## config.mk

```make
export PLATFORM = sky130hd
export DESIGN_NAME = way_ram
export DESIGN_NICKNAME = d
export VERILOG_FILES = /design/src/source/icache_pkg.sv /design/src/source/way_ram.sv
export SDC_FILE = /design/constraint.sdc
export NUM_CORES = 1
export LEC_CHECK = 0
export ABC_CLOCK_PERIOD_IN_PS = 3900
export BUFFER_PORTS_ARGS = -buffer_cell sky130_fd_sc_hd__buf_2
export CELL_PAD_IN_SITES_DETAIL_PLACEMENT = 2
export CELL_PAD_IN_SITES_GLOBAL_PLACEMENT = 2
export CORE_MARGIN = 1.5
export CORE_UTILIZATION = 41
export DETAILED_ROUTE_END_ITERATION = 6
export GPL_TIMING_DRIVEN = 0
export HOLD_SLACK_MARGIN = 0.15
export PLACE_DENSITY_LB_ADDON = 0.1
export SYNTH_ARGS = -nofsm -noshare
export SYNTH_HDL_FRONTEND = slang
export SYNTH_SLANG_ARGS = --single-unit
```

## constraint.sdc

```tcl
create_clock -name clk -period 3.9 [get_ports clk]
set_input_delay 0.195 -clock clk [delete_from_list [all_inputs] [get_ports clk]]
set_output_delay 0.195 -clock clk [all_outputs]
set_load 0.01 [all_outputs]
```

## src/source/icache_pkg.sv

```systemverilog
// icache shared definitions
// cache geometry, address field widths and storage payload types
`default_nettype none

package icache_pkg;

    // geometry
    localparam int unsigned addr_w     = 32;
    localparam int unsigned data_w     = 32;
    localparam int unsigned way_num    = 4;
    localparam int unsigned set_num    = 16;
    localparam int unsigned line_words = 4;

    // address fields, tag | index | word | byte
    localparam int unsigned offset_w   = 4;  // byte within line
    localparam int unsigned index_w    = 4;
    localparam int unsigned tag_w      = addr_w - index_w - offset_w;
    localparam int unsigned word_sel_w = 2;  // word within line

    // one tag way entry
    typedef struct packed {
        logic             valid;
        logic [tag_w-1:0] tag;
    } tagv_t;

    // one data way entry, word 0 in the low bits
    typedef logic [line_words-1:0][data_w-1:0] line_t;

    typedef logic [$clog2(way_num)-1:0] way_idx_t;
    typedef logic [index_w-1:0]         set_idx_t;

endpackage

`default_nettype wire

```

## src/source/way_ram.sv

```systemverilog
// way_ram: storage for one cache way, one entry per set
// registered read, write-first when the written entry is also read
`timescale 1ns/1ps
`default_nettype none

module way_ram #(
    parameter type dtype = logic
) (
    input  logic                 clk,
    input  logic                 rst_n,
    input  logic                 we,
    input  icache_pkg::set_idx_t addr,
    input  dtype                 wdata,
    output dtype                 rdata
);

    dtype mem [icache_pkg::set_num];

    // cleared on reset so every valid bit starts low
    always_ff @(posedge clk or negedge rst_n) begin
        if (!rst_n) begin
            for (int i = 0; i < icache_pkg::set_num; i++) begin
                mem[i] <= '0;
            end
            rdata <= '0;
        end else begin
            if (we) begin
                mem[addr] <= wdata;
                rdata     <= wdata;  // new data visible next cycle
            end else begin
                rdata <= mem[addr];
            end
        end
    end

endmodule

`default_nettype wire

```

# Yosys cells after proc, flatten, opt, wreduce, memory -nomap -nowiden
# Index checks and enable logic that the tools add are counted.
dict set report classes {
  n_lt_le_gt_ge 2
  n_mux 7
  bitwise_logic 1
  reduce_logical 1
}
# op n
set op_table {}
lappend op_table {{16-bit bitwise mux} 1}
lappend op_table {{5-bit >= comparator (second input constant)} 1}
lappend op_table {{5-bit by 1-bit less-than comparator with 1-bit output (second input constant)} 1}
lappend op_table {{4-bit inverter with 5-bit output} 1}
lappend op_table {{1-bit binary-select mux with 4-bit select} 1}
lappend op_table {{1-bit demux with 4-bit select} 1}
lappend op_table {{1-bit two-way mux} 4}
lappend op_table {{1-bit logical AND} 1}
dict set report word_totals {
  register_bits 17
  in_bits 8
}

# Longest topological paths before layout
dict set report logic_depth {
  ltp_word 6
  mapped_depth 5
  depth_no_buf 3
}

# Worst setup path after synthesis
# No wires, ideal clock.
dict set report synth_path {
  kind {in2reg}
  from {in addr[2]}
  to {reg rdata}
  setup_ns 0.125
  arrival_time_ns 1.516
  required_time_ns 3.775
  path_slack_ns 2.260
  stages 4
  path_buffers 1
  cell_sequence {buf_4 > mux4_2 > mux4_2 > mux2_2}
}
dict set report synth_via {
  elab_chain_len 5
}
# element line
set synth_lines {}
lappend synth_lines {{start, declared} way_ram.sv:12} ;# input icache_pkg::set_idx_t addr,
lappend synth_lines {{4-bit inverter with 5-bit output (not written as such)} way_ram.sv:31} ;# rdata <= mem[addr];
lappend synth_lines {{1-bit binary-select mux with 4-bit select} way_ram.sv:31}
lappend synth_lines {{1-bit two-way mux (not written as such) (2 in a row)} way_ram.sv:31}
lappend synth_lines {{1-bit two-way mux} way_ram.sv:27} ;# if (we) begin
lappend synth_lines {{end signal, assigned} way_ram.sv:29} ;# rdata <= wdata;
lappend synth_lines {{end signal, assigned} way_ram.sv:31}
lappend synth_lines {{end, declared} way_ram.sv:14} ;# output dtype rdata
# No other way between the ends. The select of a mux whose other input is x is not followed.
# A chain may end at the register's enable or synchronous reset.

# Worst setup path in the final report
dict set report layout_path {
  from {reg mem[0] (netlist bit)}
  to {reg rdata}
}
dict set report layout_via {
  elab_chain_len 4
}
# element line
set layout_lines {}
lappend layout_lines {{start, declared} way_ram.sv:17} ;# dtype mem [icache_pkg::set_num];
lappend layout_lines {{start signal, assigned by index} way_ram.sv:28} ;# mem[addr] <= wdata;
lappend layout_lines {{1-bit binary-select mux with 4-bit select} way_ram.sv:31}
lappend layout_lines {{1-bit two-way mux (not written as such) (2 in a row)} way_ram.sv:31}
lappend layout_lines {{1-bit two-way mux} way_ram.sv:27}
# No other way between the ends. The select of a mux whose other input is x is not followed.

==> flow_metrics.tcl <==
set metrics [dict create \
    slowest_delay_ps 480 \
    crit_slowest_cell "mux4_2" \
    design_power_total_uw 427 \
    syn_inst 67 \
    period_share_pct 44.0 \
    gp_congestion 0.731 \
    setup_viol 0 \
    grt_pass1_vias 631 \
    num-fill-cells 193 \
    wl_um 1850 \
    synth-seq-area-share_pct 49.0 \
    min_to "rdata$_DFF_PN0_" \
    outcome "complete, no violations" \
    cp_max_fo 2 \
    initial_utilization_pct 43.8 \
    cp_common_cell "mux4_2" \
    synth_area_per_cell_um2 13.0 \
    max_clock_freq_ghz 0.583 \
    fin_skew_ps 5.24 \
    postRouteAntennaNets 0 \
    dieArea_mm2 0.00240 \
    grt_pass1_wl_um 3210 \
    r2r-end "rdata$_DFF_PN0_" \
    min_path_type "input pin to flip-flop" \
    design_area_um2 977 \
    hold_slack_ps 203 \
    firstDrtPassIters 2 \
    cts_buffers 3 \
    dp_hpwl_um 1350 \
    design.core.area_mm2 0.00198 \
    final_layout_size_suffix_gt1_share_pct 36.7 \
    drt_iter0_markers 7 \
    critical_path.startpoint_type "flip-flop" \
    synthesis.nets 75 \
    clock_path_buffers 2 \
    clock_insertion_delay_worst_skew_ps 300 \
    powerDensity_mw_per_mm2 437 \
    area_growth_pct 12.5 \
    dieHeight_um 49.0 \
    cts_tree "built" \
    wire_per_inst_um 17.4 \
    cts_sinks 17 \
    cts-root-buf "clkbuf_4" \
    path_class "flip-flop to flip-flop" \
    drv_cap 0 \
    ys_types 13 \
    yosys.area_share.simple_pct 13.8 \
    hold_path_depth 2 \
    required_ps 4090 \
    vias 588 \
    tightest_slew_ps 475 \
    clkSlewWorstSetupHoldPaths_ps 110 \
    diodes 0 \
    final_net_count 88 \
    ys_ff_latch 17 \
    syn-cell-area_um2 868 \
    r2r_cells 3 \
    die_w_um 49.0 \
    grt_max_degree 18 \
    rows 16 \
    htreeDepth 1 \
    crit_buf_inv 0 \
    synth_warnings 0 \
    maxSlewHeadroom_pct 68.3 \
    rsz0062_at_grt "false" \
    finalSetupTns_ps 0 \
    critPathTopFamily "multiplexers" \
    track_usage_pct 18.3 \
    grt_overflow_total 0 \
    drc 0 \
    slew_viol_final 0 \
    ios 9 \
    antenna_found_initial 0 \
    endpoint_kind "flip-flop" \
    p_leak_nw 0.399 \
    synth_fa_ha_area_share_pct 0 \
    portBuffers 7 \
    hold_viol 0 \
    reg2reg_setup_slack_ps 2180 \
    worstHoldStart "we" \
    synth_mux_area_share_pct 35.0 \
    dpl_cell_area_um2 937 \
    synth_xor_area_share_pct 0 \
    irDropWorstVdd_mv 0.221 \
    post-route-min-period_ps 1720 \
    crit_arrival_ps 1910 \
    crit_path_cell_trace "mux4_2 > mux4_2 > mux2_2" \
    rr_startpoint "mem[0]$_DFFE_PN0P_" \
    synth_top_family_by_area "multiplexers" \
    routed_via_density 5.55 \
    synth_compound_area_share_pct 0 \
]
[flip-flops by register name (all words and copies together), names as in the netlist]
register and flops:
mem 16, rdata 1
[layer usage]
metal  track usage (%)  wire length [um]  vias up
met1              23.0               840      307
met5                 0                 0        -
met4              4.29                15        0
met3              6.13                75        2
li1                  -                 -      269
met2              30.6               914       10
[worst max path at each step]
stage,start,endpoint,slack (ps),cells past startpoint
after floorplan,addr[2],rdata$_DFF_PN0_,2260,4
after global placement,addr[2],rdata$_DFF_PN0_,2180,4
after detailed placement,addr[2],rdata$_DFF_PN0_,2180,4
after CTS,mem[4]$_DFFE_PN0P_,rdata$_DFF_PN0_,2170,3
after global routing,mem[0]$_DFFE_PN0P_,rdata$_DFF_PN0_,2130,3
final,mem[0]$_DFFE_PN0P_,rdata$_DFF_PN0_,2180,3
[cell type report]
type | instances | area, um^2 | area share [%]
Buffer | 4 | 18.8 | 1.92
Timing Repair Buffer | 8 | 45.0 | 4.61
Clock inverter | 1 | 7.51 | 0.768
Tap cell | 27 | 33.8 | 3.46
Clock buffer | 3 | 22.5 | 2.30
Sequential cell | 17 | 425 | 43.5
Multi-Input combinational cell | 46 | 424 | 43.4
[cells by family after synthesis]
logic type / count (synthesis)
simple gates: 24
mux: 22
flops: 17
buf+inv: 4
[synthesized netlist by cell type]
cell type / instances / share of area, %
nand2_1: 2 / 0.86
clkbuf_1: 3 / 1.3
mux2_1: 5 / 6.5
nand3b_1: 4 / 3.5
nand3_1: 2 / 1.2
nor2_1: 10 / 4.3
dfrtp_1: 17 / 49
buf_4: 1 / 0.86
mux4_2: 5 / 13
nor3b_1: 1 / 0.86
mux2_2: 12 / 16
nor3_1: 3 / 1.7
nand2b_1: 2 / 1.4
[per-stage QoR]
| stage | instances | util [%] | setup WS [ps] |
|---|---|---|---|
| 6_report | 106 | 49.3 | 2180 |
| 5_1_grt | 106 | 49.3 | 2130 |
| 4_1_cts | 106 | 49.3 | 2170 |
| 3_5_place_dp | 101 | 47.3 | 2180 |
| 3_3_place_gp | 101 | 47.3 | 2180 |
| 2_1_floorplan | 67 | - | 2260 |
[cells in the final DEF, fill, tap and decap left out]
cell type	Yosys	routed
clkbuf_4	0	3
nor2_1	10	10
nand2_1	2	2
clkbuf_1	3	3
nor3_1	3	3
dfrtp_1	17	17
mux2_2	12	12
nor3b_1	1	1
buf_4	1	1
buf_2	0	7
mux4_2	5	5
nand3_1	2	2
nand3b_1	4	4
dlygate4sd3_1	0	1
nand2b_1	2	2
mux2_1	5	5
clkinvlp_4	0	1
[worst register-to-register path: stages, from the launching register on]
cell and delay, ps:
dfrtp_1 390, mux4_2 470, mux4_2 480, mux2_2 270
[repair_timing]
action / 4_1_cts / 5_1_grt
gates resized for setup: 0 / 0
setup buffers: 0 / 0
hold buffers: 1 / 0
endpoints found under the hold margin: 17 / 0
[report_power, final]
part	internal (mW)	leakage (nW)	switching [mW]
Sequential	0.216	0.208	0.0190
Clock	0.0391	0.0139	0.0605
Combinational	0.0572	0.177	0.0344
Power figures use the tool's default switching activity.
