### config.mk
export PLATFORM = sky130hd
export DESIGN_NAME = plru_tree
export DESIGN_NICKNAME = d
export VERILOG_FILES = /design/src/source/icache_pkg.sv /design/src/source/plru_tree.sv
export SDC_FILE = /design/constraint.sdc
export NUM_CORES = 1
export LEC_CHECK = 0
export ABC_AREA = 1
export BUFFER_PORTS_ARGS = -buffer_cell sky130_fd_sc_hd__buf_2
export CAP_MARGIN = 10
export CORE_ASPECT_RATIO = 0.8
export CORE_MARGIN = 5
export CORE_UTILIZATION = 50
export DETAILED_ROUTE_END_ITERATION = 8
export GPL_ROUTABILITY_DRIVEN = 1
export PLACE_DENSITY = 0.76
export SLEW_MARGIN = 25
export SYNTH_ARGS = -nofsm -noshare
export SYNTH_HDL_FRONTEND = slang
export SYNTH_SLANG_ARGS = --single-unit
### constraint.sdc
create_clock -name clk -period 0.95 [get_ports clk]
set_input_delay 0.0475 -clock clk [delete_from_list [all_inputs] [get_ports clk]]
set_output_delay 0.0475 -clock clk [all_outputs]
set_load 0.01 [all_outputs]
### src/source/icache_pkg.sv
// icache shared definitions
// cache geometry, address field widths and storage payload types
`default_nettype none

package icache_pkg;

    // geometry
    localparam int unsigned addr_w     = 32;
    localparam int unsigned data_w     = 32;
    localparam int unsigned way_num    = 4;
    localparam int unsigned set_num    = 16;
    localparam int unsigned line_words = 4;

    // address fields, tag | index | word | byte
    localparam int unsigned offset_w   = 4;  // byte within line
    localparam int unsigned index_w    = 4;
    localparam int unsigned tag_w      = addr_w - index_w - offset_w;
    localparam int unsigned word_sel_w = 2;  // word within line

    // one tag way entry
    typedef struct packed {
        logic             valid;
        logic [tag_w-1:0] tag;
    } tagv_t;

    // one data way entry, word 0 in the low bits
    typedef logic [line_words-1:0][data_w-1:0] line_t;

    typedef logic [$clog2(way_num)-1:0] way_idx_t;
    typedef logic [index_w-1:0]         set_idx_t;

endpackage

`default_nettype wire

### src/source/plru_tree.sv
// plru_tree: tree pseudo-LRU state, three bits per set
// touch points the tree away from a way, victim follows the bits from the root
`timescale 1ns/1ps
`default_nettype none

module plru_tree (
    input  logic                 clk,
    input  logic                 rst_n,
    input  logic                 touch,
    input  icache_pkg::set_idx_t touch_set,
    input  icache_pkg::way_idx_t touch_way,
    input  icache_pkg::set_idx_t query_set,
    output icache_pkg::way_idx_t victim_way
);

    // bit 0 root: 0 picks pair {0,1}, 1 picks pair {2,3}
    // bit 1 inside {0,1}, bit 2 inside {2,3}
    logic [2:0] tree [icache_pkg::set_num];
    logic [2:0] q_bits;

    always_ff @(posedge clk or negedge rst_n) begin
        if (!rst_n) begin
            for (int s = 0; s < icache_pkg::set_num; s++) begin
                tree[s] <= 3'b000;
            end
        end else if (touch) begin
            tree[touch_set][0] <= ~touch_way[1];  // other pair next
            if (touch_way[1]) begin
                tree[touch_set][2] <= ~touch_way[0];
            end else begin
                tree[touch_set][1] <= ~touch_way[0];
            end
        end
    end

    assign q_bits = tree[query_set];

    always_comb begin
        if (q_bits[0]) begin
            victim_way = {1'b1, q_bits[2]};
        end else begin
            victim_way = {1'b0, q_bits[1]};
        end
    end

endmodule

`default_nettype wire

* Word level (Yosys, flattened, before mapping) *
Index checks and enable logic that the tools add are counted.

operators by class
  magnitude comparators = 3
  mux-type cells = 14
  bitwise gates (word level) = 4
  reductions and logical operators = 1

operators with widths
  kind                count
  $bwmux 48           3
  $mux 48             1
  $demux 3 s4         3
  $bmux 3 s4          1
  $ge 5x5->1 const B  2
  $not 4->5           2
  $mux 3              3
  $lt 5x1->1 const B  1
  $mux 2              2
  $not 1->1           2
  $logic_and 1x1->1   1
  $mux 1              1

storage, ports and cells
  register bits = 48
  input bits = 13
  output and inout port bits = 2
  logic and storage cells = 38

* Longest topological paths before layout *
Gate-level depths: netlist (run 1).

  depth in word-level cells = 8
  mapped depth = 11
  mapped depth without buffers = 9

* Worst setup path after synthesis (run 1) *
Ideal clock, no wire load.

  kind = register to output
  start point = register tree[30] (netlist bit)
  end point = output victim_way[0]
  data arrival time = 0.949 ns
  data required time = 0.902 ns
  path slack = -0.047 ns
  cell stages (with the launch flop) = 10
  buffers on the path = 0
  cell sequence = dfrtp_1 > inv_1 > nand2_1 > nand3_1 > nand3_1 > nand3_1 > nand2_1 > inv_1 > nand2_1 > nand2_1

on the way
  cells in the longest elaborated chain, start to end = 4

RTL lines
  what                                        RTL line         RTL
  start: declaration                          plru_tree.sv:18  logic [2:0] tree [icache_pkg::set_num];
  start signal: indexed assignment            plru_tree.sv:27  tree[touch_set][0] <= ~touch_way[1];
  start signal: indexed assignment            plru_tree.sv:29  tree[touch_set][2] <= ~touch_way[0];
  start signal: indexed assignment            plru_tree.sv:31  tree[touch_set][1] <= ~touch_way[0];
  $bmux 3 s4                                  plru_tree.sv:36  assign q_bits = tree[query_set];
  $mux 3 (implied by the code) (2 in series)  plru_tree.sv:36
  $mux 2                                      plru_tree.sv:39  if (q_bits[0]) begin
  end: declaration                            plru_tree.sv:13  output icache_pkg::way_idx_t victim_way

Every way passes these cells. The select of a mux whose other input is x is not followed.

* Final worst setup path (run 1) *
  start point = register tree[42] (netlist bit)
  end point = output victim_way[0]

Same word-level chain as after synthesis.

==> results of run 1 <==
-- cell usage after synthesis --
cell / number
a21oi_1: 19
a31oi_1: 8
buf_2: 5
buf_4: 1
clkbuf_1: 8
clkinv_1: 1
dfrtp_1: 48
inv_1: 36
inv_2: 5
nand2_1: 101
nand3_1: 27
nor2_1: 28
nor2_2: 2
nor3_1: 3
nor3_2: 1
nor4_2: 2
o211ai_1: 3
o21ai_0: 25
o21ai_1: 15
-- kinds of logic (layout without fill, tap and decap cells) --
group,Yosys count,count (layout),share of synthesized area (%)
buffers and inverters,56,115,8.91
AOI/OAI and AO/OA,70,70,14.9
DFF,48,48,48.6
and+or+nand+nor,164,164,27.6
-- per-layer routing --
metal | up-vias | share of wire [%]
met1 | 1135 | 47
li1 | 1194 | -
met4 | 0 | 1.3
met5 | - | 0
met2 | 84 | 44
met3 | 13 | 7.3
-- worst reg2reg max path: stages (launching register included) --
cell and delay (ns):
dfrtp_1 0.35, inv_2 0.04, buf_4 0.12, buf_4 0.12
o21ai_0 0.14
-- what timing repair did --
item | in CTS | in global routing
hold endpoints to repair | 48 | 0
pin swaps | 2 | 10
hold buffers | 1 | 0
buffers inserted | 0 | 4
resized for setup | 4 | 16
endpoints found under the setup margin | 2 | 6
-- power breakdown --
group	switching, uW	total [uW]	internal (uW)
clock network	725	1320	590
logic	753	1450	698
registers	215	2670	2460
-- layout make-up --
cell class	count	area (sq um)	area share (%)
flip-flops and latches	48	1200	38.6
multi-input cells	234	1070	34.5
repair buffers	65	505	16.2
inverters	42	158	5.07
clock buffers	6	82.6	2.65
well taps	60	75.1	2.41
clock inverters	2	15.0	0.483
-- stage by stage --
| stage | hold slack, ns | area (sq um) | power [uW] | instances |
|---|---|---|---|---|
| finish | 0.123 | 3110 | 5440 | 457 |
| global placement | 0.0507 | 2940 | 3980 | 444 |
| CTS | 0.114 | 3060 | 5370 | 453 |
| detailed placement | 0.0534 | 2940 | 4030 | 444 |
| global route | 0.156 | 3110 | 5780 | 457 |
| floorplan | -0.248 | 2480 | 3360 | 338 |
-- final timing paths --
path	from	to	slack, ns	depth (start not counted)
max in group asynchronous	rst_n	tree[2]	0.48	3
worst max register to register	tree[45]	tree[45]	0.11	4
worst max-delay path	tree[42]	victim_way[0]	-0.52	10
worst min register to register	tree[16]	tree[16]	0.51	2
worst min-delay path	touch	tree[36]	0.12	4
min in group asynchronous	rst_n	tree[23]	0.24	3
==> summary.md, run 1 <==
| Metric | Value |
|---|---|
| Layout cells sized above 1 | `24.9%` |
| Minimum clock period | `~1.5 ns` |
| Busiest grt layer | `met2` |
| DR DRC count | `0` |
| CP top delay family | `simple AND/OR/NAND/NOR gates` |
| Max Root-Sink Buffers | `2` |
| Regs by FF count | `tree x48` |
| Biggest register | `tree` |
| Slowest cell on the critical path | `dfrtp_1` |
| Num CTS Buffers | `5` |
| Clk_lat worst skew | `roughly 0.30 ns` |
| Core Region | `approximately 0.0047 sq mm` |
| P_leak | `0.00156 uW` |
| Ports | `15` |
| Clock sink count | `48` |
| Initial Utilization | `around 53%` |
| Cell taking the most area after synthesis | `dfrtp_1` |
| Post-synthesis average cell area | `~7.3 sq um` |
| Kind of critical path | `reg2out` |
| Most used cell, CP | `nand3_1` |
| Clock-pin slew on the worst setup and hold paths | `0.09 ns` |
| Placer congestion estimate | `a little under 1` |
| Max Cap Violations | `0` |
| Syn_nets | `351` |
| Antenna-violating nets left | `0` |
| Most frequent cells in the layout | `nand2_1 (99), dfrtp_1 (48), buf_4 (47)` |
| Via/cell ratio | `5.31` |
| CP Buf/Inv Count | `3` |
| Yosys top cell area share | `48.6%` |
| Flop and latch count out of synthesis | `48` |
| Startpoint Class | `flip-flop` |
| Final Max Slew Viols | `0` |
| Met2 GRT Util | `32.9%` |
| Slowest stage delay, CP | `between 0.3 and 0.4 ns` |
| RSZ-0062 raised after global routing | `true` |
| Max FFs per register | `48` |
| Final Util | `66.5%` |
| Post-detail-place hpwl | `~4700 um` |
| Peak supply drop | `~0.91 mV` |
| Failing checks | `negative setup slack` |
| Setup violations, final | `2` |
| CTS H-tree lvls | `2` |
| Total gr overflow | `0` |
| Dpl ws | `-0.242 ns` |
| Data required, critical path | `approximately 0.9 ns` |
| Unique cell type count in the Yosys netlist | `19` |
| Power per cell area | `about 1700 mW/mm^2` |
| Initial antenna violation count | `0` |
| Die W | `88.6 um` |
| Final wirelength | `roughly 6400 um` |
| Commonest non-fill, non-tap cell in the layout | `nand2_1` |
| Status | `finished, violations left` |
| GR Util met3 | `between 3 and 4%` |
| Slew HR | `roughly 76%` |
| Worst path cell trace | `inv_1 -> nand2_1 -> nand3_1 -> nand3_1 -> nand3_1 -> nand2_2 -> inv_1 -> nand2_1 -> nand2_2 -> buf_6` |
| Sequential element share of the synthesized area | `48.6%` |
| Die H | `around 73 um` |
| First drt pass iteration count | `5` |
| Clock Skew | `0 ns` |
| Top area cells in the synthesized netlist | `dfrtp_1 (49%), nand2_1 (15%), inv_1 (5.5%)` |
| Final TNS setup | `-0.996 ns` |
| Crit-path max FO | `3` |
| Tightest Pin Transition | `~0.35 ns` |
| Largest net degree at the start of global routing | `between 40 and 50` |
| Die area | `about 0.0065 sq mm` |
| Final net count | `approximately 410` |
| CTS tree | `done` |
| Cell at the root of the clock tree | `clkbuf_8` |
| All-Layer GR Usage | `a little over a fifth` |
| Post-Syn Instances | `338` |
| Initial drt markers | `around 170` |
| WL/cell | `around 14 um` |
| First-pass GRT wire length | `10800 um` |
| Post-Syn Area | `about 0.0025 sq mm` |
| Syn. warnings | `0` |
| Std-Cell Rows | `22` |
| Area Overhead vs Synth | `25.9%` |
| Port buffer count | `14` |
| Fmax | `roughly 0.68 GHz` |
| Period utilisation layout | `154%` |
| # diodes | `0` |
| Detailed-route via count | `about 2400` |
| # fillers | `slightly above 400` |
| Crit path arrival time | `between 1 and 1.5 ns` |
| Hold Crit Class | `in2reg` |
| Grt met1 use | `about a third` |
| Final setup margin | `-0.517 ns` |
| Worst setup EP type | `output port` |
| Final hold vios | `0` |
| Number of global-route vias before repair | `2256` |
Power figures use the tool's default switching activity.
==> inputs of run 2 (changes only) <==
--- a/config.mk
+++ b/config.mk
@@ -10,10 +10,10 @@
 export CAP_MARGIN = 10
 export CORE_ASPECT_RATIO = 0.8
 export CORE_MARGIN = 5
-export CORE_UTILIZATION = 50
+export CORE_UTILIZATION = 30
 export DETAILED_ROUTE_END_ITERATION = 8
 export GPL_ROUTABILITY_DRIVEN = 1
-export PLACE_DENSITY = 0.76
+export PLACE_DENSITY = 0.53
 export SLEW_MARGIN = 25
 export SYNTH_ARGS = -nofsm -noshare
 export SYNTH_HDL_FRONTEND = slang
==> summary.md, run 2 (same netlist as run 1, synthesis figures left out) <==
| Metric | Value |
|---|---|
| Die H | `91.2 um (+25%)` |
| Total Power | `5540 uW (+1.8%)` |
| Regs by FF count | `tree x48` |
| First-pass GRT wire length | `11700 um (+8.0%)` |
| Startpoint Class | `flip-flop` |
| Std-Cell Rows | `29 (+32%)` |
| Final setup margin | `-0.497 ns (+0.0198 ns)` |
| Tightest Pin Transition | `0.312 ns (-0.0413 ns)` |
| Clock Skew | `0 ns (unchanged)` |
| Port buffer count | `14 (unchanged)` |
| Hold Crit Class | `in2reg` |
| Number of global-route vias before repair | `2312 (+2.5%)` |
| Max FFs per register | `48 (unchanged)` |
| Layout cells sized above 1 | `29.9% (+4.9 points)` |
| Clock-pin slew on the worst setup and hold paths | `0.10 ns (about the same)` |
| # diodes | `0 (unchanged)` |
| Commonest non-fill, non-tap cell in the layout | `nand2_1` |
| Max Root-Sink Buffers | `2 (unchanged)` |
| Total gr overflow | `0 (unchanged)` |
| Clock sink count | `48 (unchanged)` |
| Failing checks | `negative setup slack` |
| CTS H-tree lvls | `2 (unchanged)` |
| P_leak | `0.00161 uW (+3.3%)` |
| Worst setup EP type | `output port` |
| Crit-path max FO | `2 (-1)` |
| CTS tree | `done` |
| Final wirelength | `7090 um (+10%)` |
| WL/cell | `13.9 um (-1.1%)` |
| Crit path arrival time | `1.40 ns (-0.02 ns)` |
| Max Cap Violations | `0 (unchanged)` |
| Final Max Slew Viols | `0 (unchanged)` |
| Die W | `111 um (+26%)` |
| Largest net degree at the start of global routing | `49 (unchanged)` |
| Initial antenna violation count | `0 (unchanged)` |
| Dpl ws | `-0.287 ns (-0.0452 ns)` |
| Placement Cell Area | `0.00306 sq mm (+4.2%)` |
| Minimum clock period | `1.45 ns (-0.0198 ns)` |
| Most frequent cells in the layout | `nand2_1 (97), buf_4 (49), dfrtp_1 (48)` |
| Power per cell area | `1680 mW/mm^2 (-3.6%)` |
| Final hold vios | `0 (unchanged)` |
| Ports | `15 (unchanged)` |
| Placer congestion estimate | `0.795 (-20%)` |
| Die area | `0.0102 sq mm (+57%)` |
| Setup violations, final | `2 (unchanged)` |
| Final net count | `414 (+1.2%)` |
| Post-detail-place hpwl | `5020 um (+7.9%)` |
| Placed cells | `497 (+12%)` |
| DR DRC count | `0 (unchanged)` |
| Final Cell Area | `0.00329 sq mm (+5.7%)` |
| Antenna-violating nets left | `0 (unchanged)` |
| First drt pass iteration count | `4 (-1)` |
| Area Overhead vs Synth | `33.1%` |
| Fmax | `0.691 GHz (+1.4%)` |
| Period utilisation layout | `152% (-2.1 points)` |
| Detailed-route via count | `2374 (-2.1%)` |
| Slew HR | `79.0% (+2.8 points)` |
| Data required, critical path | `0.90 ns (about the same)` |
| Clk_lat worst skew | `0.30 ns (about the same)` |
| Core Region | `0.00798 sq mm (+71%)` |
| Status | `finished, violations left` |
| Final Util | `41.2% (-25 points)` |
| Num CTS Buffers | `5 (unchanged)` |
| # fillers | `848 (+110%)` |
| Initial Utilization | `31.0% (-22 points)` |
| Biggest register | `tree` |
| Peak supply drop | `0.628 mV (-31%)` |
| Initial drt markers | `164 (-1.8%)` |
| Via/cell ratio | `4.65 (-12%)` |
| All-Layer GR Usage | `14.4% (-7.5 points)` |
| Final Instance Count excl. Fillers | `510 (+12%)` |
| Cell at the root of the clock tree | `clkbuf_8` |
| Kind of critical path | `reg2out` |
| RSZ-0062 raised after global routing | `true` |
## run 2: cell count changes in the layout (fill, tap and decap cells not counted), sizes merged
cell and delta:
buf +5
## run 2: what timing repair did
item                                    in CTS  in global routing
pin swaps                                    9                 12
endpoints found under the setup margin       2                  9
endpoints found under the hold margin       48                  0
resized for setup                           13                 23
setup buffers                                2                  2
hold buffers                                 1                  0
## run 2: worst paths after layout
check                      slack [ns]  cells after the start       endpoint          from
min in group asynchronous        0.25                      3       tree[16]         rst_n
setup reg to reg                 0.12                      4       tree[39]      tree[39]
setup / recovery                -0.50                      9  victim_way[0]      tree[28]
hold / removal                   0.14                      3       tree[41]  touch_way[1]
hold reg to reg                  0.50                      2        tree[4]       tree[4]
max in group asynchronous        0.46                      3       tree[37]         rst_n
## run 2: final cells by class
cell class              count  area (sq um)  share of cell area, %
clock buffers               6          82.6                   2.51
repair buffers             70           572                   17.4
inverters                  42           158                   4.79
flip-flops and latches     48          1200                   36.5
multi-input cells         234          1120                   34.2
well taps                 108           135                   4.11
clock inverters             2          15.0                  0.457
## run 2: where the power goes
part | total [uW] | switching (uW) | internal, uW | leakage, uW
sequential | 2670 | 209 | 2460 | 0.000579
clock | 1330 | 734 | 591 | 0.0000434
combinational | 1550 | 788 | 760 | 0.000986
total | 5540 | 1730 | 3810 | 0.00161
## run 2: critical path, cell delays in order (launching register included)
cell and delay [ns]:
dfrtp_1 0.40, nor2_1 0.10, nor2_1 0.04, o21ai_0 0.07
nand3_1 0.09, nand3_1 0.10, nand2_1 0.06, nand2_1 0.07
nand2_2 0.06, buf_6 0.11
## run 2: metrics by stage
stage / TNS (ns) / hold slack [ns]
after floorplan: -0.00958 / -0.248
after global placement: -5.90 / 0.0571
after detailed placement: -6.22 / 0.0597
after CTS: -0.989 / 0.139
after global routing: -1.16 / 0.156
final: -0.945 / 0.144
## run 2: per-layer routing
metal	vias to the layer above	wire length, um	global-route usage [%]
met5	-	0	0
li1	1211	-	-
met2	52	2900	20.5
met4	0	61	4.36
met1	1107	3840	21.7
met3	4	289	3.12
