## src/source/icache_pkg.sv

```systemverilog
// icache shared definitions
// cache geometry, address field widths and storage payload types
`default_nettype none

package icache_pkg;

    // geometry
    localparam int unsigned addr_w     = 32;
    localparam int unsigned data_w     = 32;
    localparam int unsigned way_num    = 4;
    localparam int unsigned set_num    = 16;
    localparam int unsigned line_words = 4;

    // address fields, tag | index | word | byte
    localparam int unsigned offset_w   = 4;  // byte within line
    localparam int unsigned index_w    = 4;
    localparam int unsigned tag_w      = addr_w - index_w - offset_w;
    localparam int unsigned word_sel_w = 2;  // word within line

    // one tag way entry
    typedef struct packed {
        logic             valid;
        logic [tag_w-1:0] tag;
    } tagv_t;

    // one data way entry, word 0 in the low bits
    typedef logic [line_words-1:0][data_w-1:0] line_t;

    typedef logic [$clog2(way_num)-1:0] way_idx_t;
    typedef logic [index_w-1:0]         set_idx_t;

endpackage

`default_nettype wire

```

## src/source/icache_ctrl.sv

```systemverilog
// icache_ctrl: lookup, refill and uncached FSM of the instruction cache
// handles the cpu and memory four-phase handshakes and drives the way arrays
`timescale 1ns/1ps
`default_nettype none

module icache_ctrl (
    input  logic                                          clk,
    input  logic                                          rst_n,
    input  logic                                          cpu_req,
    input  logic [icache_pkg::addr_w-1:0]                 cpu_addr,
    input  logic                                          cpu_uncached,
    output logic                                          cpu_ack,
    output logic [icache_pkg::data_w-1:0]                 cpu_rdata,
    output logic                                          mem_req,
    output logic [icache_pkg::addr_w-1:0]                 mem_addr,
    input  logic                                          mem_ack,
    input  logic [icache_pkg::data_w-1:0]                 mem_rdata,
    output icache_pkg::set_idx_t                          ram_index,
    output logic [icache_pkg::way_num-1:0]                tag_we,
    output icache_pkg::tagv_t                             tag_wdata,
    input  icache_pkg::tagv_t [icache_pkg::way_num-1:0]   tag_rdata,
    output logic [icache_pkg::way_num-1:0]                data_we,
    output icache_pkg::line_t                             data_wdata,
    input  icache_pkg::line_t [icache_pkg::way_num-1:0]   data_rdata,
    output logic                                          lru_touch,
    output icache_pkg::set_idx_t                          lru_set,
    output icache_pkg::way_idx_t                          lru_way,
    input  icache_pkg::way_idx_t                          lru_victim
);

    typedef enum logic [2:0] {
        S_IDLE,
        S_READ,      // set read in flight
        S_LOOKUP,    // tag compare
        S_MEM_REQ,   // mem_req high, waiting for mem_ack
        S_MEM_WAIT,  // waiting for mem_ack low
        S_FILL,      // victim way written
        S_UNC,       // uncached word captured
        S_DONE       // cpu_ack high until cpu_req drops
    } state_t;

    state_t state;

    // request buffer
    logic [icache_pkg::addr_w-1:0]     buf_addr;
    logic                              buf_unc;
    logic [icache_pkg::tag_w-1:0]      buf_tag;
    icache_pkg::set_idx_t              buf_index;
    logic [icache_pkg::word_sel_w-1:0] buf_word;

    logic [icache_pkg::word_sel_w-1:0] beat;
    icache_pkg::line_t                 line_buf;

    logic                 hit_any;
    icache_pkg::way_idx_t hit_way;
    icache_pkg::way_idx_t fill_way;

    assign buf_tag   = buf_addr[icache_pkg::addr_w-1 -: icache_pkg::tag_w];
    assign buf_index = buf_addr[icache_pkg::offset_w +: icache_pkg::index_w];
    assign buf_word  = buf_addr[icache_pkg::offset_w - icache_pkg::word_sel_w +:
                                icache_pkg::word_sel_w];

    // one set is active for the whole request
    assign ram_index = buf_index;
    assign lru_set   = buf_index;

    always_comb begin
        hit_any = 1'b0;
        hit_way = '0;
        for (int w = 0; w < icache_pkg::way_num; w++) begin
            if (tag_rdata[w].valid && (tag_rdata[w].tag == buf_tag)) begin
                hit_any = 1'b1;
                hit_way = icache_pkg::way_idx_t'(w);
            end
        end
    end

    // lowest invalid way, else the plru pick
    always_comb begin
        fill_way = lru_victim;
        for (int w = icache_pkg::way_num - 1; w >= 0; w--) begin
            if (!tag_rdata[w].valid) begin
                fill_way = icache_pkg::way_idx_t'(w);
            end
        end
    end

    always_comb begin
        tag_we = '0;
        if (state == S_FILL) begin
            tag_we[fill_way] = 1'b1;
        end
    end

    assign data_we    = tag_we;  // tag and line always written together
    assign tag_wdata  = '{valid: 1'b1, tag: buf_tag};
    assign data_wdata = line_buf;

    assign lru_touch = (state == S_FILL) || ((state == S_LOOKUP) && hit_any);
    assign lru_way   = (state == S_FILL) ? fill_way : hit_way;

    // uncached beats use the word address, refill beats walk the line
    assign mem_req  = (state == S_MEM_REQ);
    assign mem_addr = buf_unc ?
        {buf_addr[icache_pkg::addr_w-1:icache_pkg::offset_w - icache_pkg::word_sel_w],
         {(icache_pkg::offset_w - icache_pkg::word_sel_w){1'b0}}} :
        {buf_tag, buf_index, beat, {(icache_pkg::offset_w - icache_pkg::word_sel_w){1'b0}}};

    always_ff @(posedge clk or negedge rst_n) begin
        if (!rst_n) begin
            state   <= S_IDLE;
            cpu_ack <= 1'b0;
            beat    <= '0;
        end else begin
            case (state)
                S_IDLE: begin
                    // previous beat must be fully closed first
                    if (cpu_req && !mem_ack) begin
                        beat  <= '0;
                        state <= cpu_uncached ? S_MEM_REQ : S_READ;
                    end
                end
                S_READ:   state <= S_LOOKUP;
                S_LOOKUP: begin
                    if (hit_any) begin
                        cpu_ack <= 1'b1;
                        state   <= S_DONE;
                    end else begin
                        beat  <= '0;
                        state <= S_MEM_REQ;
                    end
                end
                S_MEM_REQ: begin
                    if (mem_ack) begin
                        state <= buf_unc ? S_UNC : S_MEM_WAIT;
                    end
                end
                S_MEM_WAIT: begin
                    if (!mem_ack) begin
                        beat  <= beat + 1'b1;
                        state <= (beat == icache_pkg::word_sel_w'(icache_pkg::line_words - 1)) ?
                                 S_FILL : S_MEM_REQ;
                    end
                end
                S_FILL: state <= S_READ;  // re-read the set, then hit
                S_UNC: begin
                    cpu_ack <= 1'b1;
                    state   <= S_DONE;
                end
                S_DONE: begin
                    if (!cpu_req) begin
                        cpu_ack <= 1'b0;
                        state   <= S_IDLE;
                    end
                end
                default: state <= S_IDLE;
            endcase
        end
    end

    // payload registers
    always_ff @(posedge clk) begin
        if ((state == S_IDLE) && cpu_req) begin
            buf_addr <= cpu_addr;
            buf_unc  <= cpu_uncached;
        end
        if ((state == S_MEM_REQ) && mem_ack) begin
            line_buf[beat] <= mem_rdata;
            if (buf_unc) begin
                cpu_rdata <= mem_rdata;  // uncached word straight to the cpu
            end
        end
        if ((state == S_LOOKUP) && hit_any) begin
            cpu_rdata <= data_rdata[hit_way][buf_word];
        end
    end

endmodule

`default_nettype wire

```

## config.mk

```make
export PLATFORM = sky130hd
export DESIGN_NAME = icache_ctrl
export DESIGN_NICKNAME = d
export VERILOG_FILES = /design/src/source/icache_pkg.sv /design/src/source/icache_ctrl.sv
export SDC_FILE = /design/constraint.sdc
export NUM_CORES = 1
export LEC_CHECK = 0
export ABC_CLOCK_PERIOD_IN_PS = 4700
export CORE_AREA = 2 2 359 361
export DETAILED_ROUTE_END_ITERATION = 10
export DIE_AREA = 0 0 361 363
export DONT_BUFFER_PORTS = 1
export HOLD_SLACK_MARGIN = 0.15
export PLACE_DENSITY = 0.3
export SYNTH_ARGS = -nofsm -noshare
export SYNTH_HDL_FRONTEND = slang
export SYNTH_SLANG_ARGS = --single-unit
```

## constraint.sdc

```tcl
create_clock -name clk -period 4.7 [get_ports clk]
set_input_delay 0.47 -clock clk [delete_from_list [all_inputs] [get_ports clk]]
set_output_delay 0.47 -clock clk [all_outputs]
set_load 0.03 [all_outputs]
```

# [After elaboration in Yosys (flattened, before gate mapping)]
# Cells that the tools add are included.
[op_classes] n_eq_ne=18 reduce_logical=21 magnitude_cmp=6 add_sub_neg=1 n_mux=42
[ops] operator="binary-select mux 128 bit (select 2 bit)" n=1
[ops] operator="2-to-1 mux 32 bit" n=5
[ops] operator="bitwise mux 128 bit" n=1
[ops] operator="2-to-1 mux 128 bit" n=1
[ops] operator="== test 24 bit" n=4
[ops] operator="binary-select mux 32 bit (select 2 bit)" n=1
[ops] operator="demux 32 bit (select 2 bit)" n=1
[ops] operator="2-to-1 mux 2 bit" n=12
[ops] operator="case mux 3 bit (8 select lines)" n=1
[ops] operator="2-to-1 mux 3 bit" n=6
[ops] operator="== test 3 bit (second input constant)" n=4
[ops] operator="less-than comparator 2 x 3 -> 1 bit (second input constant)" n=4
[ops] operator="logical AND 1 bit" n=10
[ops] operator="inequality test 2 bit (second input constant)" n=5
[ops] operator="2-to-1 mux 1 bit" n=8
[ops] operator="2-to-1 mux 4 bit" n=2
[ops] operator="AND reduction 4 bit" n=2
[ops] operator="== test 3 x 2 -> 1 bit (second input constant)" n=2
[ops] operator="case mux 2 bit (3 select lines)" n=1
[ops] operator="nonzero test 3 bit" n=2
[ops] operator="greater-or-equal comparator 2 x 1 -> 1 bit (second input constant)" n=2
[ops] operator="nonzero test 2 bit" n=2
[ops] operator="== test 3 x 1 -> 1 bit (second input constant)" n=1
[ops] operator="zero test 3 bit" n=1
[ops] operator="9 further kinds" n=9
[word_totals] output_inout_bits=238 elab_cells=98 ff_bits=199 input_bits=683

# [Longest topological paths before layout]
# Gate-level depths: netlist of the first run.
[logic_depth] ltp_word=10 depth_mapped=11 mapped_depth_nobuf=8

# [Worst setup path before layout of the first run]
# OpenSTA, ideal clock, no wires.
[synth_path] kind="reg2reg" start="register state[2]" end="register buf_addr[10] (netlist bit) (enable)" path_buffers=2 period_less_slack_ps=4550 required_time_ps=4192 arrival_time_ps=4042 setup_ps=508 slack_ps=150 stages_incl_launch_ff=4 path_cell_list="dfrtp_1 -> clkbuf_1 -> buf_1 -> nor4b_1"
[synth_between] elab_chain_len=2
[synth_lines] item="start, declared" line="icache_ctrl.sv:42" rtl="state_t state;"
[synth_lines] item="start signal, assigned" line="icache_ctrl.sv:120" rtl="state <= cpu_uncached ? S_MEM_REQ : S_READ;"
[synth_lines] item="start signal, assigned" line="icache_ctrl.sv:135" rtl="state <= buf_unc ? S_UNC : S_MEM_WAIT;"
[synth_lines] item="start signal, assigned" line="icache_ctrl.sv:141" rtl="state <= (beat == icache_pkg::word_sel_w'(icache_pkg::line_words - 1)) ?"
[synth_lines] item="zero test 3 bit" line="icache_ctrl.sv:163" rtl="if ((state == S_IDLE) && cpu_req) begin"
[synth_lines] item="logical AND 1 bit" line="icache_ctrl.sv:163"
[synth_lines] item="end signal, assigned" line="icache_ctrl.sv:164" rtl="buf_addr <= cpu_addr;"
[synth_lines] item="end, declared" line="icache_ctrl.sv:45" rtl="logic [icache_pkg::addr_w-1:0] buf_addr;"
# Every way passes these cells.
# A chain may end at the register's enable or synchronous reset.

# [Worst setup path in the final report of the first run]
[layout_path] start="register buf_addr[31] (netlist bit)" end="output lru_way[0]"
[layout_between] elab_chain_len=6 elab_cells_between_ends=10 cone_classes="eq/ne (3); mux (4); reduce/logical (3)"
[layout_lines] item="== test 24 bit" line="icache_ctrl.sv:71" rtl="if (tag_rdata[w].valid && (tag_rdata[w].tag == buf_tag)) begin"
[layout_lines] item="logical AND 1 bit" line="icache_ctrl.sv:71"
[layout_lines] item="2-to-1 mux 1 bit" line="icache_ctrl.sv:71"
[layout_lines] item="2-to-1 mux 2 bit" line="icache_ctrl.sv:71"
[layout_lines] item="2-to-1 mux 2 bit (*)" line="icache_ctrl.sv:71"
[layout_lines] item="2-to-1 mux 2 bit (*)" line="icache_ctrl.sv:100" rtl="assign lru_way = (state == S_FILL) ? fill_way : hit_way;"
[layout_lines] item="end, declared" line="icache_ctrl.sv:27" rtl="output icache_pkg::way_idx_t lru_way,"
# Mark *: on every way between the ends. The rest lies on a longest branch, timed or not.

==> results.toml, run 1 <==
[power]
irDropWorstVdd_uv = 301.6
leakage_nw = 5.277
powerDensity_nw_per_um2 = 324.4
fin_total_pwr_mw = 5.443

[clocking]
post_cts.repair.setup_buffers = 0
cts_root_buf = "clkbuf_16"
clk-insertion-delay-late_ps = 530
clk_path_buf_depth = 2
path_clk_slew_ps = 90
cts.sink_count = 197
htree_levels = 4
numCtsBuffers = 17
cts_tree = "done"

[detailed_routing]
wl_per_cell_um = 33.28
ant_nets = 0
vias_per_cell = 3.983
drt-pass1-iter-count = 5
drt-initial-drc-count = 1057
drc_errors = 0
drt_wl_total_um = 103300
vias = 12359

[synth]
synth_edf_count = 191
synth_area_leaders = "edfxtp_1, a211oi_1, buf_4, nand2_1, nor2_1"
synth_top_cell_area_share = 0.4318
ys_types = 56
synthArstFlopShare = 0.03046
ys.warnings.count = 0
ys_ff_latch = 197
synth_area_per_cell_um2 = 9.555
yosys-top-cells-count = "edfxtp_1, nand2_1, nor2_1, a211oi_1, buf_4"
synthesis.area_um2 = 13280
yosysTopAreaCell = "edfxtp_1"
synth_ff_type = "edfxtp_1"
synth-seq-area-share = 0.4431
synth.most_common_cell = "edfxtp_1"
syn_inst = 1390

[global_routing]
grtUsageTotal = 0.1507
grt_max_degree = 69
grt_pass1_vias = 12617
antenna_found_initial = 30
grt_first_pass_wirelength_um = 128100
grt.overflow.total = 0

[layout]
final_layout_size_suffix_gt1_frac = 0.1259
area_growth_pct = 26.33
finish.utilization = 0.1321
layout.nets = 2104
fin_cells = 3103
fillers = 14410

[run_status]
outcome = "complete, no violations"

[setup_path]
worstPathCellList = "buf_4 -> xnor2_1 -> nand4_1 -> nor4_4 -> buf_12 -> and2_4 -> buf_12 -> buf_4 -> a21oi_1 -> o21ai_1 -> buf_4"
critPathKind = "reg -> out"
cp-start-kind = "flop"
cp.buffers_inverters = 5
cp_common_cell = "buf_4"
slowest_stage = "edfxtp_1"
required_ps = 4230
endpoint_kind = "output pin"
crit_arrival_ps = 3930
max_stage_delay_ps = 620
critPathMaxFanout = 58
worst_path_dominant_cell_family = "buffers and inverters"

[floorplanning]
die_area_um2 = 131000
initial_core_util = 0.1046
ios = 921
die_h_um = 363
placementRows = 131
coreArea_um2 = 127000
chipWidth_um = 361

[sta]
setup_viol = 0
slew_violations = 0
setup_slack_ps = 296.2
min_period_over_period = 0.9370
relSlewSlack = 0.2881
worstMarginPinSlew_ps = 1057
hold_violations = 0
clock.fmax_mhz = 227.1
fin_crit_ps = 4404
rsz0062_at_grt = "false"
tns_ps = 0
fin_skew_ps = 28.69

[placement]
dp_cells = 2994
port_buffers = 0
dpl.hpwl_um = 85240
gp_congestion = 0.9154
pre_cts_slack_ps = -136.3

[job]
cap_viol_max_count = 0

[hold_path]
hold_class = "in -> reg"
cell usage in the layout (no fill, tap or decap), types with 17 or more instances in the layout:
cell type      Yosys  layout
a211oi_1         106     105
a21boi_0          64      64
a21oi_1           70      70
a31oi_1           32      31
buf_4             78     104
clkbuf_16          0      17
dlygate4sd3_1      0      66
edfxtp_1         191     191
mux2i_1           48      48
nand2_1          148     146
nand4_1           21      21
nor2_1           136     133
nor3_1            23      21
nor4_1            19      18
o21ai_0           39      38
o311ai_0          20      20
o31ai_1           33      31
xnor2_1           47      47
xor2_1            49      49
sequential cells by signal (all words and copies together), names as in the netlist:
register / cells
beat: 2
buf_addr: 30
buf_unc: 1
cpu_ack: 1
cpu_rdata: 32
data_wdata: 128
state: 3
worst register-to-register path, stage by stage (launching register included):
cell and delay, ps:
edfxtp_1 690, xnor2_1 370, nand4_1 140, or4_1 530
or4_4 560, a41oi_4 280, buf_4 330, buf_4 370
nor2b_1 120, a31oi_2 530, o21ai_0 190
cell type report:
class	count	area, um2	share of cell area
Clock inverter	15	183.9	0.01096
Clock buffer	17	425.4	0.02535
Timing Repair Buffer	181	1662	0.09903
Inverter	7	26.28	0.001566
Multi-Input combinational cell	1013	6489	0.3867
Tap cell	1662	2079	0.1239
Antenna cell	11	27.53	0.001641
Sequential cell	197	5886	0.3508
stage by stage:
step / hold WS, ps / instance area (um2)
3_3_place_gp: 175.2 / 15450
6_report: 228.6 / 16780
3_5_place_dp: 175.2 / 15450
2_1_floorplan: 174.4 / 13290
5_1_grt: 195.0 / 16770
4_1_cts: 155.8 / 16730
power by group:
part | internal (mW) | leakage [nW] | switching [mW]
clock network | 0.721 | 0.294 | 0.895
logic | 0.417 | 3.18 | 0.882
registers | 2.12 | 1.80 | 0.411
total | 3.26 | 5.28 | 2.19
final timing paths:
check                      cells after the start            end  slack [ps]         start
max in group asynchronous                      1       state[1]        4160         rst_n
hold reg to reg                                2        beat[1]         660       beat[1]
hold / removal                                 2   cpu_rdata[5]         230  mem_rdata[5]
min in group asynchronous                      1        cpu_ack         280         rst_n
setup / recovery                              11     lru_way[0]         300  buf_addr[31]
setup reg to reg                              10  cpu_rdata[19]         310  buf_addr[20]
logic make-up (layout without fill, tap and decap cells):
group                      after synthesis  in the layout  share of synthesized area
adders and majority gates                4              4                   0.003768
buffers and inverters                  181            220                    0.07734
xor gates and xnor gates                96             96                    0.06331
and+or+nand+nor                        422            422                     0.1446
other                                    2             14                  0.0005654
DFF                                    197            197                     0.4431
muxes                                   51             51                    0.03872
AOI/OAI and AO/OA                      437            437                     0.2285
layer usage:
metal  GRT usage  part of all wire  vias to the layer above
li1            -                 -                     5230
met1      0.1759              0.39                     6168
met2      0.2716              0.51                      825
met3     0.03563             0.067                      118
met4     0.04529             0.025                       18
met5           0            0.0011                        -
what timing repair did:
action,4_1_cts,5_1_grt
resized for setup,1,4
hold buffers,66,0
endpoints found under the setup margin,1,4
endpoints found under the hold margin,173,0
No activity file was read; power rests on OpenSTA's default activity.
==> run 2, diff against run 1 <==
ABC_AREA = 1   (was unset)
CORE_AREA = 2 2 357 359   (was 2 2 359 361)
DIE_AREA = 0 0 359 361   (was 0 0 361 363)
==> run 2 against run 1 <==
Effect of this change:
- count of clock-buffer cells in the layout did not move
- maximum frequency rose by 5.3%
- sequential cell count did not move
- critical path type unchanged
- die area fell by 1.1%
==> results.toml, run 2 <==
[sta]
min_period_over_period = 0.8902
fin_skew_ps = 23.06
setup_viol = 0
fin_crit_ps = 4184
clock.fmax_mhz = 239.0
rsz0062_at_grt = "false"
hold_violations = 0
relSlewSlack = 0.2249
setup_slack_ps = 516.0
worstMarginPinSlew_ps = 1163
tns_ps = 0
slew_violations = 0

[clocking]
cts.sink_count = 197
clk_path_buf_depth = 2
numCtsBuffers = 17
cts_root_buf = "clkbuf_16"
htree_levels = 4
clk-insertion-delay-late_ps = 530
path_clk_slew_ps = 90
cts_tree = "done"

[detailed_routing]
drt-pass1-iter-count = 7
wl_per_cell_um = 28.72
vias_per_cell = 4.085
drt-initial-drc-count = 1279
ant_nets = 0
vias = 17093
drc_errors = 0
drt_wl_total_um = 120200

[synth]
synth.most_common_cell = "nand2_1"
synth_area_leaders = "edfxtp_1, nand2_1, nand3_1, inv_1, nor2_1"
ys_ff_latch = 197
synth_area_per_cell_um2 = 6.581
ys.warnings.count = 0
syn_inst = 2532
synthArstFlopShare = 0.03046
synth_ff_type = "edfxtp_1"
ys_types = 36
synth-seq-area-share = 0.3532
synthesis.area_um2 = 16660
synth_top_cell_area_share = 0.3442
yosys-top-cells-count = "nand2_1, inv_1, nor2_1, nand3_1, edfxtp_1"
synth_edf_count = 191
yosysTopAreaCell = "edfxtp_1"

[global_routing]
grt_first_pass_wirelength_um = 156700
grt_max_degree = 77
grtUsageTotal = 0.1784
antenna_found_initial = 51
grt_pass1_vias = 16923
grt.overflow.total = 0

[layout]
seqCellArea_um2 = 5886
multi_input_area_um2 = 8225
fillers = 14586
most-common-layout-cells = "nand2_1, inv_1, nor2_1, nand3_1, edfxtp_1"
area_growth_pct = 18.41
layout.nets = 3187
final_common_cell = "nand2_1"
largest_register_ffs = 128
final_layout_size_suffix_gt1_frac = 0.06645

[run_status]
outcome = "complete, no violations"

[setup_path]
r2r_start = "buf_addr[22]"
required_ps = 4230
r2r_end = "cpu_rdata[31]"
cp.buffers_inverters = 1
rrSetupSlack_ps = 560
max_stage_delay_ps = 950
slowest_stage = "edfxtp_1"
critPathMaxFanout = 17
endpoint_kind = "output pin"
cp_common_cell = "nand2_1"
cp-start-kind = "flop"
worstPathCellList = "inv_2 -> nand2_1 -> nand2_1 -> nor3_1 -> nand3b_1 -> nor2_1 -> nand2_4 -> nand2_2 -> nor2_1 -> nand2_1 -> nand2_1 -> nand2_1"
crit_arrival_ps = 3710
reg2regPathDepth = 17
critPathKind = "reg -> out"
worst_path_dominant_cell_family = "simple AND/OR/NAND/NOR gates"

[job]
cap_viol_max_count = 0

[floorplanning]
placementRows = 130
initial_core_util = 0.1329
die_h_um = 361
ios = 921
die_area_um2 = 129600
coreArea_um2 = 125400
chipWidth_um = 359

[hold_path]
min_path_cells = 3
whs_endpoint = "cpu_ack"
hold_class = "in -> reg"
min_from = "cpu_req"

[placement]
dpl.hpwl_um = 99300
pre_cts_slack_ps = 331.0
gp_congestion = 0.8651
port_buffers = 0

[power]
powerDensity_nw_per_um2 = 288.9
irDropWorstVdd_uv = 309.5
fin_total_pwr_mw = 5.700
leakage_nw = 8.758
-- run 2: worst max-delay path by stage --
stage                       startpoint             to  slack (ps)  depth (start not counted)
after floorplan               state[1]   cpu_rdata[0]         450                          4
after global placement    buf_addr[22]  cpu_rdata[31]         320                         17
after detailed placement  buf_addr[22]  cpu_rdata[31]         330                         17
after CTS                 buf_addr[22]      lru_touch         250                         12
after global routing      buf_addr[22]      lru_touch         160                         12
final                     buf_addr[22]      lru_touch         520                         12
-- run 2: report_power, final --
group	switching (mW)	internal, mW	leakage, nW	total (mW)
registers	0.365	2.11	1.80	2.48
logic	1.08	0.416	6.64	1.50
clock network	0.973	0.755	0.310	1.73
-- run 2: worst min-delay path: cells and delay by family --
family | cells | cell delay (ps)
AND/OR/NAND/NOR | 2 | 120
AO/OA/AOI/OAI | 1 | 80
-- run 2: what timing repair did --
item	CTS	global route
hold buffers	64	0
hold endpoints to repair	196	0
gates resized for setup	0	0
buffers inserted	0	0
-- run 2: logic make-up after synthesis --
| group | after synthesis | share of synthesized area |
|---|---|---|
| buffers and inverters | 589 | 0.1609 |
| adders and majority gates | 4 | 0.003004 |
| xor gates and xnor gates | 29 | 0.01659 |
| DFF | 197 | 0.3532 |
| AOI/OAI and AO/OA | 168 | 0.05113 |
| and+or+nand+nor | 1543 | 0.4147 |
| other | 2 | 0.0004507 |
-- run 2: layer usage --
layer	vias to the layer above	GRT usage	routed length, um
li1	7937	-	-
met4	16	0.03541	2101
met2	869	0.3190	59920
met1	8155	0.2131	49530
met5	-	0	101
met3	116	0.04841	8510
-- run 2: per-stage QoR --
step / area (um2) / hold slack [ps] / util / instances
floorplan: 16670 / 174.4 / - / 2533
global placement: 18390 / 175.2 / 0.1467 / 4067
detailed placement: 18390 / 175.2 / 0.1467 / 4067
CTS: 19680 / 160.4 / 0.1569 / 4163
global route: 19700 / 198.3 / 0.1571 / 4173
finish: 19730 / 197.1 / 0.1573 / 4184
-- run 2: area by class of cell --
class                   count  area share
multi-input cells        1747      0.4169
flip-flops and latches    197      0.2983
well taps                1650      0.1046
inverters                 396     0.07546
repair buffers            141     0.06937
clock buffers              17     0.02156
clock inverters            15     0.01116
diodes                     21    0.002663
==> run 3, diff against run 2 <==
BUFFER_PORTS_ARGS = -buffer_cell sky130_fd_sc_hd__buf_2   (was unset)
CORE_AREA = 2 2 363 365   (was 2 2 357 359)
DIE_AREA = 0 0 365 367   (was 0 0 359 361)
DONT_BUFFER_PORTS = unset   (was 1)
PLACE_DENSITY = 0.35   (was 0.3)
RECOVER_POWER = 25   (was unset)
==> run 3 against run 2 <==
Effect of this change:
- critical path depth grew 2
- combinational power rose by 38%
- register-to-register slack lost 40 ps
- clock skew rose by 17 ps
- wire length is 4.2% higher
- largest power group unchanged
- sequential share of layout area fell by 5.1 points
- critical path type is now reg -> reg
- count of clock-buffer cells in the layout stayed put
- via count rose by 18%
- design area rose by 21%
- utilization rose by 2.5 points
==> results.toml, run 3 (synthesis results as in run 2) <==
[layout]
fin_cells = 5137
most-common-layout-cells = "buf_2, nand2_1, inv_1, nor2_1, nand3_1"
layout.nets = 4048
area_growth_pct = 43.09
final_common_cell = "buf_2"
largest_register_ffs = 128
final_layout_size_suffix_gt1_frac = 0.3035
finish.utilization = 0.1828

[sta]
worstMarginPinSlew_ps = 1002
rsz0062_at_grt = "false"
slew_violations = 0
setup_slack_ps = 515.4
fin_skew_ps = 39.90
clock.fmax_mhz = 239.0
fin_crit_ps = 4185
setup_viol = 0
min_period_over_period = 0.8903
tns_ps = 0
hold_violations = 0
relSlewSlack = 0.3321

[detailed_routing]
ant_nets = 0
drt-initial-drc-count = 1423
wl_per_cell_um = 24.38
vias = 20226
drt-pass1-iter-count = 6
drc_errors = 0
vias_per_cell = 3.937
drt_wl_total_um = 125200

[floorplanning]
coreArea_um2 = 130500
placementRows = 133
die_h_um = 367
die_area_um2 = 134000
chipWidth_um = 365
initial_core_util = 0.1277
ios = 921

[global_routing]
grtUsageTotal = 0.1802
grt_max_degree = 114
grt_pass1_vias = 20074
grt_first_pass_wirelength_um = 165000
antenna_found_initial = 37
grt.overflow.total = 0

[setup_path]
rrSetupSlack_ps = 520
endpoint_kind = "flop"
crit_arrival_ps = 4570
critPathKind = "reg -> reg"
critPathMaxFanout = 113
required_ps = 5090
r2r_start = "buf_addr[24]"
reg2regPathDepth = 14
cp-start-kind = "flop"
r2r_end = "cpu_rdata[6]"

[clocking]
cts_tree = "done"
htree_levels = 4
clk_path_buf_depth = 2
numCtsBuffers = 17
cts_root_buf = "clkbuf_16"
cts.sink_count = 197
path_clk_slew_ps = 90
clk-insertion-delay-late_ps = 540

[hold_path]
whs_endpoint = "data_wdata[39]"
min_from = "mem_rdata[7]"
min_path_cells = 1
hold_class = "in -> reg"

[power]
clock_power_share = 0.286
fin_total_pwr_mw = 6.043
irDropWorstVdd_uv = 295.6
combPwrFrac = 0.343
power_switching_mw = 2.527
seq_power_share = 0.371
powerDensity_nw_per_um2 = 253.4
intPower_mw = 3.516
swShare = 0.4181
leakage_nw = 12.05

[placement]
pre_cts_slack_ps = 753.8
port_buffers = 915
dp_cells = 5064
gp_congestion = 0.8989
dpl.hpwl_um = 104100

[run_status]
outcome = "complete, no violations"

[job]
cap_viol_max_count = 0
## run 3: metrics by stage
stage | hold WS, ps | area [um2]
final | 275.2 | 23840
after global routing | 241.7 | 23840
after CTS | 152.4 | 23860
after detailed placement | 329.5 | 22870
after global placement | 327.2 | 22870
after floorplan | 174.4 | 16670
## run 3: area by class of cell
type	instances	area, um2
timing repair buffer	1002	5375
clock buffer	17	425.4
antenna	8	20.02
inverter	396	1489
clock inverter	15	237.7
multi-input combinational	1747	8215
tap	1755	2196
fill	15488	106600
sequential	197	5886
## run 3: how the worst max path moves through the flow
| stage | startpoint | to | slack (ps) | cells after the start |
|---|---|---|---|---|
| CTS | buf_addr[24] | lru_way[0] | 590 | 11 |
| detailed placement | buf_addr[24] | cpu_rdata[9] | 750 | 15 |
| global placement | buf_addr[24] | cpu_rdata[9] | 750 | 15 |
| finish | buf_addr[24] | cpu_rdata[6] | 520 | 14 |
| floorplan | state[1] | cpu_rdata[0] | 450 | 4 |
| global route | buf_addr[18] | cpu_rdata[6] | 450 | 17 |
## run 3: power by group through the flow
stage          Combinational (mW)  Clock [mW]  Sequential (mW)
5_1_grt                      2.26        1.84             2.26
6_report                     2.07        1.73             2.24
3_5_place_dp                 2.09           0             2.28
3_3_place_gp                 2.11           0             2.28
4_1_cts                      2.12        1.80             2.24
2_1_floorplan               0.980           0             2.39
## run 3: repair_timing
item	in CTS	in global routing
setup buffers	0	0
resized for setup	0	0
hold endpoints to repair	41	0
hold buffers	33	0
## run 3: critical path: stages, from the launching register on
cell and delay, ps:
edfxtp_1 700, xnor2_2 420, nand2_1 140, nor2_1 120
nand2_1 70, nor2_1 440, nand2_4 170, buf_12 210
nand3b_1 290, nand2_1 350, nand3_1 210, nand3_1 280
nand2_1 170, nand2_1 60, nand2_1 80
## run 3: layer usage
layer  vias to the layer above  routed length [um]  track usage
met5                         -                 129            0
met4                        22                2999      0.04788
met3                       123                8343      0.03669
met1                      9564               53710       0.2288
li1                       9642                   -            -
met2                       875               60060       0.3076
